--- src/hw/tx_desc_pkg.sv ---
package tx_desc_pkg;

	// Widths with a meaning of their own
	typedef logic [15:0] desc_idx_t;
	typedef logic [63:0] host_addr_t;
	typedef logic [7:0]  slot_idx_t;
	typedef logic [8:0]  slot_cnt_t;
	typedef logic [31:0] dma_word_t;
	typedef logic [5:0]  thresh_t;

	localparam int unsigned desc_bytes    = 16;
	localparam int unsigned local_slots   = 256;
	// Pointer pipeline depth plus one spare cycle
	localparam int unsigned settle_cycles = 6;
	// Status byte sits in the fourth dword of a descriptor
	localparam int unsigned sta_offset    = 12;

	// Ring setup from the register block
	typedef struct packed {
		logic        en;
		host_addr_t  base;
		logic [12:0] len;      // units of eight descriptors
		logic        dpp;
		thresh_t     pthresh;
		thresh_t     hthresh;
		thresh_t     lwthresh;
	} tx_cfg_t;

	typedef struct packed {
		dma_word_t data;
		logic      last;
	} stream_beat_t;

	typedef enum logic [3:0] {
		sched_idle, sched_ready,
		sched_wb0, sched_wb1, sched_wb2, sched_wb_ack,
		sched_dequeue, sched_set_size,
		sched_fetch0, sched_fetch1, sched_fetch2, sched_fetch_ack,
		sched_enqueue, sched_settle
	} sched_state_t;

	typedef enum logic [2:0] {
		disp_idle, disp_ready, disp_cmd, disp_dequeue, disp_ack, disp_enqueue
	} disp_state_t;

endpackage
--- src/hw/tx_desc_ctrl.sv ---
`timescale 1ns/1ps

module tx_desc_ctrl import tx_desc_pkg::*; #(
	parameter int unsigned max_burst = 64
) (
	input  logic         aclk,
	input  logic         aresetn,
	input  tx_cfg_t      cfg,
	input  desc_idx_t    tdh,
	input  logic         tdh_set,
	output desc_idx_t    tdh_fb,
	input  desc_idx_t    tdt,
	input  logic         tdt_set,
	output logic         txdw,
	output logic         txqe,
	output logic         txd_low,
	// DMA engine
	output stream_beat_t idma_cmd,
	output logic         idma_cmd_valid,
	input  logic         idma_cmd_ready,
	input  stream_beat_t idma_rsp,
	input  logic         idma_rsp_valid,
	output logic         idma_rsp_ready,
	// Transmit engine
	output stream_beat_t teng_cmd,
	output logic         teng_cmd_valid,
	input  logic         teng_cmd_ready,
	input  stream_beat_t teng_rsp,
	input  logic         teng_rsp_valid,
	output logic         teng_rsp_ready
);

	logic       wb_done;
	logic       fetch_done;
	slot_cnt_t  fetch_num;
	desc_idx_t  host_fresh;
	host_addr_t wb_addr;
	host_addr_t rd_addr;
	slot_idx_t  in_head;
	slot_idx_t  in_tail;
	slot_idx_t  out_head;
	slot_cnt_t  in_num;
	slot_cnt_t  out_num;
	slot_cnt_t  local_pending;
	slot_cnt_t  local_available;
	logic       rs_flag;
	logic       in_dequeue;
	logic       teng_done;
	logic       teng_rs;

	host_ring_tracker i_host_ring_tracker (
		.aclk       (aclk),
		.aresetn    (aresetn),
		.cfg        (cfg),
		.tdh        (tdh),
		.tdh_set    (tdh_set),
		.tdt        (tdt),
		.tdt_set    (tdt_set),
		.wb_done    (wb_done),
		.fetch_done (fetch_done),
		.fetch_num  (fetch_num),
		.tdh_fb     (tdh_fb),
		.host_fresh (host_fresh),
		.wb_addr    (wb_addr),
		.rd_addr    (rd_addr),
		.txqe       (txqe),
		.txd_low    (txd_low)
	);

	local_desc_queues i_local_desc_queues (
		.aclk            (aclk),
		.aresetn         (aresetn),
		.fetch_done      (fetch_done),
		.fetch_num       (fetch_num),
		.in_dequeue      (in_dequeue),
		.teng_done       (teng_done),
		.teng_rs         (teng_rs),
		.wb_done         (wb_done),
		.in_head         (in_head),
		.in_tail         (in_tail),
		.out_head        (out_head),
		.in_num          (in_num),
		.out_num         (out_num),
		.local_pending   (local_pending),
		.local_available (local_available),
		.rs_flag         (rs_flag)
	);

	// Response payload from the DMA engine carries nothing of interest
	idma_scheduler #(
		.max_burst (max_burst)
	) i_idma_scheduler (
		.aclk            (aclk),
		.aresetn         (aresetn),
		.cfg             (cfg),
		.host_fresh      (host_fresh),
		.wb_addr         (wb_addr),
		.rd_addr         (rd_addr),
		.out_num         (out_num),
		.local_pending   (local_pending),
		.local_available (local_available),
		.out_head        (out_head),
		.in_tail         (in_tail),
		.rs_flag         (rs_flag),
		.cmd             (idma_cmd),
		.cmd_valid       (idma_cmd_valid),
		.cmd_ready       (idma_cmd_ready),
		.rsp_valid       (idma_rsp_valid),
		.rsp_last        (idma_rsp.last),
		.rsp_ready       (idma_rsp_ready),
		.wb_done         (wb_done),
		.fetch_done      (fetch_done),
		.fetch_num       (fetch_num),
		.txdw            (txdw)
	);

	teng_dispatcher i_teng_dispatcher (
		.aclk       (aclk),
		.aresetn    (aresetn),
		.en         (cfg.en),
		.in_num     (in_num),
		.in_head    (in_head),
		.cmd        (teng_cmd),
		.cmd_valid  (teng_cmd_valid),
		.cmd_ready  (teng_cmd_ready),
		.rsp        (teng_rsp),
		.rsp_valid  (teng_rsp_valid),
		.rsp_ready  (teng_rsp_ready),
		.in_dequeue (in_dequeue),
		.teng_done  (teng_done),
		.teng_rs    (teng_rs)
	);

endmodule

--- src/hw/teng_dispatcher.sv ---
`timescale 1ns/1ps

module teng_dispatcher import tx_desc_pkg::*; (
	input  logic         aclk,
	input  logic         aresetn,
	input  logic         en,
	input  slot_cnt_t    in_num,
	input  slot_idx_t    in_head,
	output stream_beat_t cmd,
	output logic         cmd_valid,
	input  logic         cmd_ready,
	input  stream_beat_t rsp,
	input  logic         rsp_valid,
	output logic         rsp_ready,
	output logic         in_dequeue,
	output logic         teng_done,
	output logic         teng_rs
);

	disp_state_t state;

	always_ff @(posedge aclk or negedge aresetn) begin
		if (!aresetn) begin
			state      <= disp_idle;
			cmd        <= '0;
			cmd_valid  <= 1'b0;
			rsp_ready  <= 1'b0;
			in_dequeue <= 1'b0;
			teng_done  <= 1'b0;
			teng_rs    <= 1'b0;
		end else begin
			case (state)
				disp_idle: begin
					if (en) begin
						state <= disp_ready;
					end
				end
				disp_ready: begin
					if (!en) begin
						state <= disp_idle;
					end else if (in_num != '0) begin
						// Single beat carrying the slot's local address
						cmd.data  <= {16'h0000, 16'(in_head) * 16'(desc_bytes)};
						cmd.last  <= 1'b1;
						cmd_valid <= 1'b1;
						state     <= disp_cmd;
					end
				end
				disp_cmd: begin
					if (cmd_ready) begin
						cmd_valid  <= 1'b0;
						in_dequeue <= 1'b1;
						state      <= disp_dequeue;
					end
				end
				disp_dequeue: begin
					in_dequeue <= 1'b0;
					rsp_ready  <= 1'b1;
					state      <= disp_ack;
				end
				disp_ack: begin
					if (rsp_valid && rsp.last) begin
						rsp_ready <= 1'b0;
						teng_done <= 1'b1;
						// RS flag of the finished descriptor
						teng_rs   <= rsp.data[16];
						state     <= disp_enqueue;
					end
				end
				disp_enqueue: begin
					teng_done <= 1'b0;
					state     <= disp_ready;
				end
				default: begin
					state <= disp_idle;
				end
			endcase
		end
	end

endmodule

--- src/hw/idma_scheduler.sv ---
`timescale 1ns/1ps

module idma_scheduler import tx_desc_pkg::*; #(
	parameter int unsigned max_burst = 64
) (
	input  logic         aclk,
	input  logic         aresetn,
	input  tx_cfg_t      cfg,
	input  desc_idx_t    host_fresh,
	input  host_addr_t   wb_addr,
	input  host_addr_t   rd_addr,
	input  slot_cnt_t    out_num,
	input  slot_cnt_t    local_pending,
	input  slot_cnt_t    local_available,
	input  slot_idx_t    out_head,
	input  slot_idx_t    in_tail,
	input  logic         rs_flag,
	output stream_beat_t cmd,
	output logic         cmd_valid,
	input  logic         cmd_ready,
	input  logic         rsp_valid,
	input  logic         rsp_last,
	output logic         rsp_ready,
	output logic         wb_done,
	output logic         fetch_done,
	output slot_cnt_t    fetch_num,
	output logic         txdw
);

	localparam int unsigned cnt_w = $clog2(settle_cycles + 1);

	sched_state_t     state;
	logic [cnt_w-1:0] settle_cnt;
	logic             fetch_go;
	slot_cnt_t        fetch_size;
	logic [15:0]      wb_local;
	logic [15:0]      rd_local;
	logic [11:0]      fetch_bytes;
	host_addr_t       wb_sta_addr;

	// Only the status byte goes back to the host
	assign wb_local    = 16'(out_head) * 16'(desc_bytes) + 16'(sta_offset);
	assign wb_sta_addr = wb_addr + host_addr_t'(sta_offset);
	assign rd_local    = 16'(in_tail) * 16'(desc_bytes);
	assign fetch_bytes = 12'(fetch_num * desc_bytes);

	// Prefetch rule
	assign fetch_go = (local_available != '0) &&
		((((cfg.pthresh == '0) || (local_pending < slot_cnt_t'(cfg.pthresh))) &&
		(host_fresh > desc_idx_t'(cfg.hthresh))) ||
		(cfg.dpp && (local_pending == '0) && (host_fresh != '0)));

	always_comb begin
		if (cfg.dpp) begin
			fetch_size = slot_cnt_t'(1);
		end else begin
			fetch_size = slot_cnt_t'(max_burst);
			if (local_available < fetch_size) begin
				fetch_size = local_available;
			end
			if (host_fresh < desc_idx_t'(fetch_size)) begin
				fetch_size = slot_cnt_t'(host_fresh);
			end
		end
	end

	always_ff @(posedge aclk or negedge aresetn) begin
		if (!aresetn) begin
			state      <= sched_idle;
			settle_cnt <= '0;
			fetch_num  <= '0;
			cmd        <= '0;
			cmd_valid  <= 1'b0;
			rsp_ready  <= 1'b0;
			wb_done    <= 1'b0;
			fetch_done <= 1'b0;
			txdw       <= 1'b0;
		end else begin
			case (state)
				sched_idle: begin
					if (cfg.en) begin
						state <= sched_ready;
					end
				end
				sched_ready: begin
					if (!cfg.en) begin
						state <= sched_idle;
					end else if (out_num != '0) begin
						// Completed slots first
						if (rs_flag) begin
							cmd.data  <= {1'b1, 3'b000, 12'd1, wb_local};
							cmd.last  <= 1'b0;
							cmd_valid <= 1'b1;
							state     <= sched_wb0;
						end else begin
							wb_done <= 1'b1;
							state   <= sched_dequeue;
						end
					end else if (fetch_go) begin
						fetch_num <= fetch_size;
						state     <= sched_set_size;
					end
				end
				sched_wb0: begin
					if (cmd_ready) begin
						cmd.data <= wb_sta_addr[31:0];
						state    <= sched_wb1;
					end
				end
				sched_wb1: begin
					if (cmd_ready) begin
						cmd.data <= wb_sta_addr[63:32];
						cmd.last <= 1'b1;
						state    <= sched_wb2;
					end
				end
				sched_wb2: begin
					if (cmd_ready) begin
						cmd_valid <= 1'b0;
						rsp_ready <= 1'b1;
						state     <= sched_wb_ack;
					end
				end
				sched_wb_ack: begin
					if (rsp_valid && rsp_last) begin
						rsp_ready <= 1'b0;
						wb_done   <= 1'b1;
						txdw      <= 1'b1;
						state     <= sched_dequeue;
					end
				end
				sched_dequeue: begin
					wb_done    <= 1'b0;
					txdw       <= 1'b0;
					settle_cnt <= cnt_w'(settle_cycles - 1);
					state      <= sched_settle;
				end
				sched_set_size: begin
					cmd.data  <= {1'b0, 3'b000, fetch_bytes, rd_local};
					cmd.last  <= 1'b0;
					cmd_valid <= 1'b1;
					state     <= sched_fetch0;
				end
				sched_fetch0: begin
					if (cmd_ready) begin
						cmd.data <= rd_addr[31:0];
						state    <= sched_fetch1;
					end
				end
				sched_fetch1: begin
					if (cmd_ready) begin
						cmd.data <= rd_addr[63:32];
						cmd.last <= 1'b1;
						state    <= sched_fetch2;
					end
				end
				sched_fetch2: begin
					if (cmd_ready) begin
						cmd_valid <= 1'b0;
						rsp_ready <= 1'b1;
						state     <= sched_fetch_ack;
					end
				end
				sched_fetch_ack: begin
					if (rsp_valid && rsp_last) begin
						rsp_ready  <= 1'b0;
						fetch_done <= 1'b1;
						state      <= sched_enqueue;
					end
				end
				sched_enqueue: begin
					fetch_done <= 1'b0;
					settle_cnt <= cnt_w'(settle_cycles - 1);
					state      <= sched_settle;
				end
				sched_settle: begin
					// Let the host pointer pipeline catch up
					if (settle_cnt == '0) begin
						state <= sched_ready;
					end else begin
						settle_cnt <= settle_cnt - 1'b1;
					end
				end
				default: begin
					state <= sched_idle;
				end
			endcase
		end
	end

endmodule

--- src/hw/local_desc_queues.sv ---
`timescale 1ns/1ps

module local_desc_queues import tx_desc_pkg::*; (
	input  logic      aclk,
	input  logic      aresetn,
	input  logic      fetch_done,
	input  slot_cnt_t fetch_num,
	input  logic      in_dequeue,
	input  logic      teng_done,
	input  logic      teng_rs,
	input  logic      wb_done,
	output slot_idx_t in_head,
	output slot_idx_t in_tail,
	output slot_idx_t out_head,
	output slot_cnt_t in_num,
	output slot_cnt_t out_num,
	output slot_cnt_t local_pending,
	output slot_cnt_t local_available,
	output logic      rs_flag
);

	slot_idx_t out_tail;
	slot_cnt_t fetch_add;
	logic      rs_mem [local_slots];

	assign fetch_add = fetch_done ? fetch_num : '0;

	// Input queue holds fetched slots not yet sent to the engine
	always_ff @(posedge aclk or negedge aresetn) begin
		if (!aresetn) begin
			in_head <= '0;
			in_tail <= '0;
			in_num  <= '0;
		end else begin
			in_tail <= in_tail + slot_idx_t'(fetch_add);
			in_head <= in_head + slot_idx_t'(in_dequeue);
			in_num  <= in_num + fetch_add - slot_cnt_t'(in_dequeue);
		end
	end

	// Output queue holds slots the engine has finished with
	always_ff @(posedge aclk or negedge aresetn) begin
		if (!aresetn) begin
			out_head <= '0;
			out_tail <= '0;
			out_num  <= '0;
		end else begin
			out_tail <= out_tail + slot_idx_t'(teng_done);
			out_head <= out_head + slot_idx_t'(wb_done);
			out_num  <= out_num + slot_cnt_t'(teng_done) - slot_cnt_t'(wb_done);
		end
	end

	// A slot stays pending from fetch until write-back
	always_ff @(posedge aclk or negedge aresetn) begin
		if (!aresetn) begin
			local_pending   <= '0;
			local_available <= slot_cnt_t'(local_slots);
		end else begin
			local_pending   <= local_pending + fetch_add - slot_cnt_t'(wb_done);
			local_available <= local_available - fetch_add + slot_cnt_t'(wb_done);
		end
	end

	always_ff @(posedge aclk) begin
		if (teng_done) begin
			rs_mem[out_tail] <= teng_rs;
		end
	end

	// Bypass when the slot at out_head is being written in this cycle
	always_ff @(posedge aclk) begin
		if (teng_done && (out_tail == out_head)) begin
			rs_flag <= teng_rs;
		end else begin
			rs_flag <= rs_mem[out_head];
		end
	end

endmodule

--- src/hw/host_ring_tracker.sv ---
`timescale 1ns/1ps

module host_ring_tracker import tx_desc_pkg::*; (
	input  logic       aclk,
	input  logic       aresetn,
	input  tx_cfg_t    cfg,
	input  desc_idx_t  tdh,
	input  logic       tdh_set,
	input  desc_idx_t  tdt,
	input  logic       tdt_set,
	input  logic       wb_done,
	input  logic       fetch_done,
	input  slot_cnt_t  fetch_num,
	output desc_idx_t  tdh_fb,
	output desc_idx_t  host_fresh,
	output host_addr_t wb_addr,
	output host_addr_t rd_addr,
	output logic       txqe,
	output logic       txd_low
);

	desc_idx_t   ring_len;
	logic [4:0]  stage;
	logic        update;
	desc_idx_t   head;
	desc_idx_t   curr;
	desc_idx_t   tail;
	logic [16:0] head_n0;
	logic [16:0] curr_n0;
	desc_idx_t   head_n1;
	desc_idx_t   curr_n1;
	logic [16:0] pend_n0;
	logic [16:0] pend_n1;
	desc_idx_t   pend_n2;
	logic [16:0] fresh_n0;
	logic [16:0] fresh_n1;
	desc_idx_t   fresh_n2;

	// Fold a sum below twice the ring length back into the ring
	function automatic desc_idx_t wrap(input logic [16:0] v, input desc_idx_t len);
		if (v >= {1'b0, len}) begin
			return desc_idx_t'(v - {1'b0, len});
		end
		return desc_idx_t'(v);
	endfunction

	assign ring_len = {cfg.len, 3'b000};
	assign update   = tdh_set | tdt_set | wb_done | fetch_done;
	assign tdh_fb   = head;

	always_ff @(posedge aclk or negedge aresetn) begin
		if (!aresetn) begin
			stage   <= '0;
			head_n0 <= '0;
			curr_n0 <= '0;
			head    <= '0;
			curr    <= '0;
			tail    <= '0;
		end else begin
			stage <= {stage[3:0], update};
			// Host write of TDH restarts both read pointers
			if (tdh_set) begin
				head_n0 <= {1'b0, tdh};
				curr_n0 <= {1'b0, tdh};
			end else begin
				if (wb_done) begin
					head_n0 <= {1'b0, head} + 17'd1;
				end
				if (fetch_done) begin
					curr_n0 <= {1'b0, curr} + 17'(fetch_num);
				end
			end
			if (tdt_set) begin
				tail <= tdt;
			end
			if (stage[1]) begin
				head <= head_n1;
				curr <= curr_n1;
			end
		end
	end

	// Staged pending and fresh arithmetic
	always_ff @(posedge aclk) begin
		if (stage[0]) begin
			head_n1 <= wrap(head_n0, ring_len);
			curr_n1 <= wrap(curr_n0, ring_len);
		end
		if (stage[1]) begin
			pend_n0  <= {1'b0, tail} + {1'b0, ring_len};
			fresh_n0 <= {1'b0, tail} + {1'b0, ring_len};
		end
		if (stage[2]) begin
			pend_n1  <= pend_n0 - {1'b0, head};
			fresh_n1 <= fresh_n0 - {1'b0, curr};
		end
		if (stage[3]) begin
			pend_n2  <= wrap(pend_n1, ring_len);
			fresh_n2 <= wrap(fresh_n1, ring_len);
		end
	end

	always_ff @(posedge aclk or negedge aresetn) begin
		if (!aresetn) begin
			host_fresh <= '0;
			txqe       <= 1'b0;
			txd_low    <= 1'b0;
		end else begin
			if (stage[4]) begin
				host_fresh <= fresh_n2;
			end
			txqe    <= stage[4] && (pend_n2 == '0);
			txd_low <= stage[4] && (pend_n2 < desc_idx_t'(cfg.lwthresh));
		end
	end

	always_ff @(posedge aclk) begin
		wb_addr <= cfg.base + (host_addr_t'(head) * desc_bytes);
		rd_addr <= cfg.base + (host_addr_t'(curr) * desc_bytes);
	end

endmodule

--- config.mk ---
export PLATFORM = sky130hd
export DESIGN_NAME = tx_desc_ctrl
export DESIGN_NICKNAME = d
export VERILOG_FILES = /design/src/hw/tx_desc_pkg.sv /design/src/hw/tx_desc_ctrl.sv /design/src/hw/teng_dispatcher.sv /design/src/hw/idma_scheduler.sv /design/src/hw/local_desc_queues.sv /design/src/hw/host_ring_tracker.sv
export SDC_FILE = /design/constraint.sdc
export NUM_CORES = 2
export LEC_CHECK = 0
export BUFFER_PORTS_ARGS = -buffer_cell sky130_fd_sc_hd__clkbuf_2
export CORE_AREA = 5 5 484 295
export DETAILED_ROUTE_END_ITERATION = 6
export DIE_AREA = 0 0 489 300
export HOLD_SLACK_MARGIN = 0.03
export PLACE_DENSITY = 0.51
export SLEW_MARGIN = 20
export SYNTH_ARGS = -nofsm -noshare
export SYNTH_HDL_FRONTEND = slang
export SYNTH_HIERARCHICAL = 1
export SYNTH_SLANG_ARGS = --single-unit
--- constraint.sdc ---
create_clock -name aclk -period 4.55 [get_ports aclk]
set_input_delay 0.455 -clock aclk [delete_from_list [all_inputs] [get_ports aclk]]
set_output_delay 0.455 -clock aclk [all_outputs]
set_load 0.01 [all_outputs]
==> out/metrics.csv <==
stage,metric,value,unit
critical_path,cp.arrival,4660,ps
pwr,power_per_cell_area,684,nW/um2
drt,drt_iter0_drc,3162,
placed_design,pre_cts_ws,472,ps
clock_tree,post_cts_resized,0,
placed_design,placed_cells,5815,
sta,slew_violations,0,
final_layout,final_nets,4537,
logic_synthesis,ys_seq_area_frac,0.485,
sta,timing.final.hold_violations,0,
final_layout,fillers,13900,
drt,avgViaCountPerCell,5.18,
drt,routed_wl,139000,um
logic_synthesis,synth_seq_cells,747,
logic_synthesis,synth-edff-count,371,
global_routing,grt_pass1_wl,204000,um
sta,period_share,0.908,
critical_path,critPathMaxFanout,29,
floorplanning,fp-row-count,106,
status,violations,DRC,
logic_synthesis,synthArstFlopShare,0.327,
clock_tree,htreeDepth,3,
clock_tree,cts_hold_buffers,36,
clock_tree,cts_tree,yes,
sta,period_minus_slack,4130,ps
final_layout,fin_cells,6003,
sta,relSlewSlack,0.216,
critical_path,required,5080,ps
logic_synthesis,synth_area_per_cell,10.6,um2
logic_synthesis,synthFlopType,edfxtp_1,
job,drv_cap,0,
clock_tree,numCtsBuffers,77,
pwr,vdd_ir_drop_max,0.310,mV
drt,wire_per_inst,23.2,um
placed_design,port_buffers,204,
sta,fin_tns_setup,0,ps
drt,dr.pass1.iters,7,
floorplanning,die_height,300,um
global_routing,grt_max_degree,117,
sta,worstMarginPinSlew,1170,ps
clock_tree,insertion_delay,690,ps
logic_synthesis,yosysWarnings,6,
sta,setup_viol,0,
logic_synthesis,synth_cell_types,114,
critical_path,start_kind,flop,
floorplanning,fp.dieArea,147000,um2
floorplanning,pin_count,292,
sta,max_freq,242,MHz
final_layout,drive_gt1_frac,0.131,
global_routing,antenna_found_initial,7,
clock_tree,root_buffer,clkbuf_16,
floorplanning,dieWidth,489,um
drt,ant_nets,0,
global_routing,grt_overflow_total,0,
pwr,leakage,18.5,nW
drt,vias,31100,
sta,rsz0062_at_grt,no,
sta,finClkSkew,41.0,ps
clock_tree,numClockSinks,747,
status,status,"finished, violations left",
pwr,p_total,32.2,mW
placed_design,hpwlAfterDp,106000,um
global_routing,grt_util_all_layers,0.187,
logic_synthesis,synth_area,41000,um2
floorplanning,core,138000,um2
critical_path,critical_path_class,reg -> reg,
final_layout,area_delta_synth_final,14.8,%
critical_path,end_kind,flop,
clock_tree,cts.path.max_buffers,3,
worst_hold_path,min_path_type,in -> reg,
clock_tree,path_clk_slew,70,ps
floorplanning,start_util,0.297,
global_routing,grt_pass1_vias,29400,
logic_synthesis,synthCells,3856,
placed_design,place.gp.congestion,0.963,
sta,finalWorstSetupSlack,418,ps
clock_tree,post_cts_buffers,0,
drt,drc,5,
-- cell families after synthesis --
family,share of synthesized area
other cells,0.000183
simple gates,0.148
mux,0.0674
flops,0.485
buf+inv,0.0387
fa+ha+maj,0.0760
xor+xnor,0.0658
compound gates,0.119
-- cell type report --
type / count / area [um2] / area share
diodes: 8 / 20.0 / 0.000425
repair buffers: 317 / 1990 / 0.0424
inverters: 187 / 702 / 0.0149
clock inverters: 34 / 345 / 0.00734
multi-input cells: 2764 / 19700 / 0.418
clock buffers: 110 / 2140 / 0.0455
well taps: 1836 / 2300 / 0.0488
flip-flops and latches: 747 / 19900 / 0.423
-- power by group --
group	internal [mW]	switching, mW
registers	9.47	1.99
clock network	3.55	2.87
logic	5.85	8.45
total	18.9	13.3
-- worst max-delay path, stage by stage, from the launching register on --
cell and delay [ps]:
dfxtp_4 510, or3b_2 730, o22ai_1 250, nor4_1 90
a2111oi_0 410, a21oi_1 70, and3_1 210, a31oi_1 580
a31oi_2 310, buf_4 290, or3_1 340, o21ai_0 90
a31oi_1 60
-- state kept, by name (all words and copies together), names as in the netlist, 17 cells and up, named ones only --
register,count
i_host_ring_tracker/wb_addr,60
i_host_ring_tracker/fresh_n1,17
i_host_ring_tracker/pend_n1,17
i_idma_scheduler/cmd,33
i_host_ring_tracker/rd_addr,64
i_host_ring_tracker/curr_n0,17
i_local_desc_queues/rs_mem,256
i_host_ring_tracker/head_n0,17
i_host_ring_tracker/fresh_n0,17
-- per-layer routing --
| layer | GRT usage | share of wire | vias up |
|---|---|---|---|
| met5 | 0.0171 | 0.0025 | - |
| met4 | 0.0392 | 0.018 | 4 |
| met3 | 0.0751 | 0.12 | 141 |
| met2 | 0.231 | 0.36 | 1148 |
| met1 | 0.293 | 0.50 | 15300 |
| li1 | - | - | 14500 |
-- metrics by stage --
| step | hold WS, ps | instance area (um2) | util |
|---|---|---|---|
| after floorplan | 159 | 41100 | - |
| after global placement | 433 | 44200 | 0.320 |
| after detailed placement | 437 | 44200 | 0.320 |
| after CTS | 35.2 | 47000 | 0.341 |
| after global routing | 78.5 | 47100 | 0.341 |
| final | 101 | 47100 | 0.341 |
-- placed cells by master, fill, tap and decap left out, types with 23 or more instances in the layout --
| cell | count |
|---|---|
| xor2_1 | 99 |
| a21o_1 | 58 |
| ha_1 | 225 |
| conb_1 | 25 |
| nor4_1 | 44 |
| nand2b_1 | 41 |
| xnor2_1 | 209 |
| nand3_1 | 125 |
| nand2_1 | 262 |
| a31oi_1 | 26 |
| o22ai_1 | 33 |
| clkbuf_1 | 25 |
| nand4_1 | 57 |
| nor2b_1 | 53 |
| dfxtp_1 | 130 |
| or3_1 | 23 |
| a21oi_1 | 171 |
| mux2_1 | 25 |
| o21a_1 | 46 |
| dlygate4sd3_1 | 36 |
| clkbuf_2 | 203 |
| mux2i_1 | 85 |
| inv_1 | 185 |
| mux2_2 | 50 |
| edfxtp_1 | 371 |
| mux4_2 | 37 |
| clkbuf_16 | 78 |
| nor3_1 | 75 |
| dfrtp_1 | 240 |
| nor2_1 | 417 |
| and3_1 | 42 |
| o21ai_0 | 161 |
| buf_4 | 75 |
-- path summary, 6_finish.rpt --
check                                           startpoint                                end  slack, ps  cells past startpoint
setup / recovery                                      flop           i_idma_scheduler/cmd[10]        420                     12
hold / removal                                     tdh[14]    i_host_ring_tracker/head_n0[14]        100                      2
setup reg to reg                                      flop           i_idma_scheduler/cmd[10]        420                     12
hold reg to reg            i_host_ring_tracker/fresh_n2[1]  i_host_ring_tracker/host_fresh[1]        440                      1
max in group asynchronous                          aresetn           i_idma_scheduler/cmd[32]       3050                      3
min in group asynchronous                          aresetn       i_host_ring_tracker/tail[13]        320                      2
-- cell usage after synthesis, types with 85 or more instances --
master / count / share of area
ha_1: 225 / 0.069
xor2_1: 99 / 0.021
dfxtp_1: 132 / 0.064
nand2_1: 262 / 0.024
inv_1: 185 / 0.017
mux2i_1: 85 / 0.021
a21oi_1: 171 / 0.021
o21ai_0: 161 / 0.020
clkbuf_1: 112 / 0.010
edfxtp_1: 371 / 0.27
nor2_1: 417 / 0.038
nand3_1: 125 / 0.015
xnor2_1: 209 / 0.045
dfrtp_1: 243 / 0.15
(Power assumes the default switching activity.)
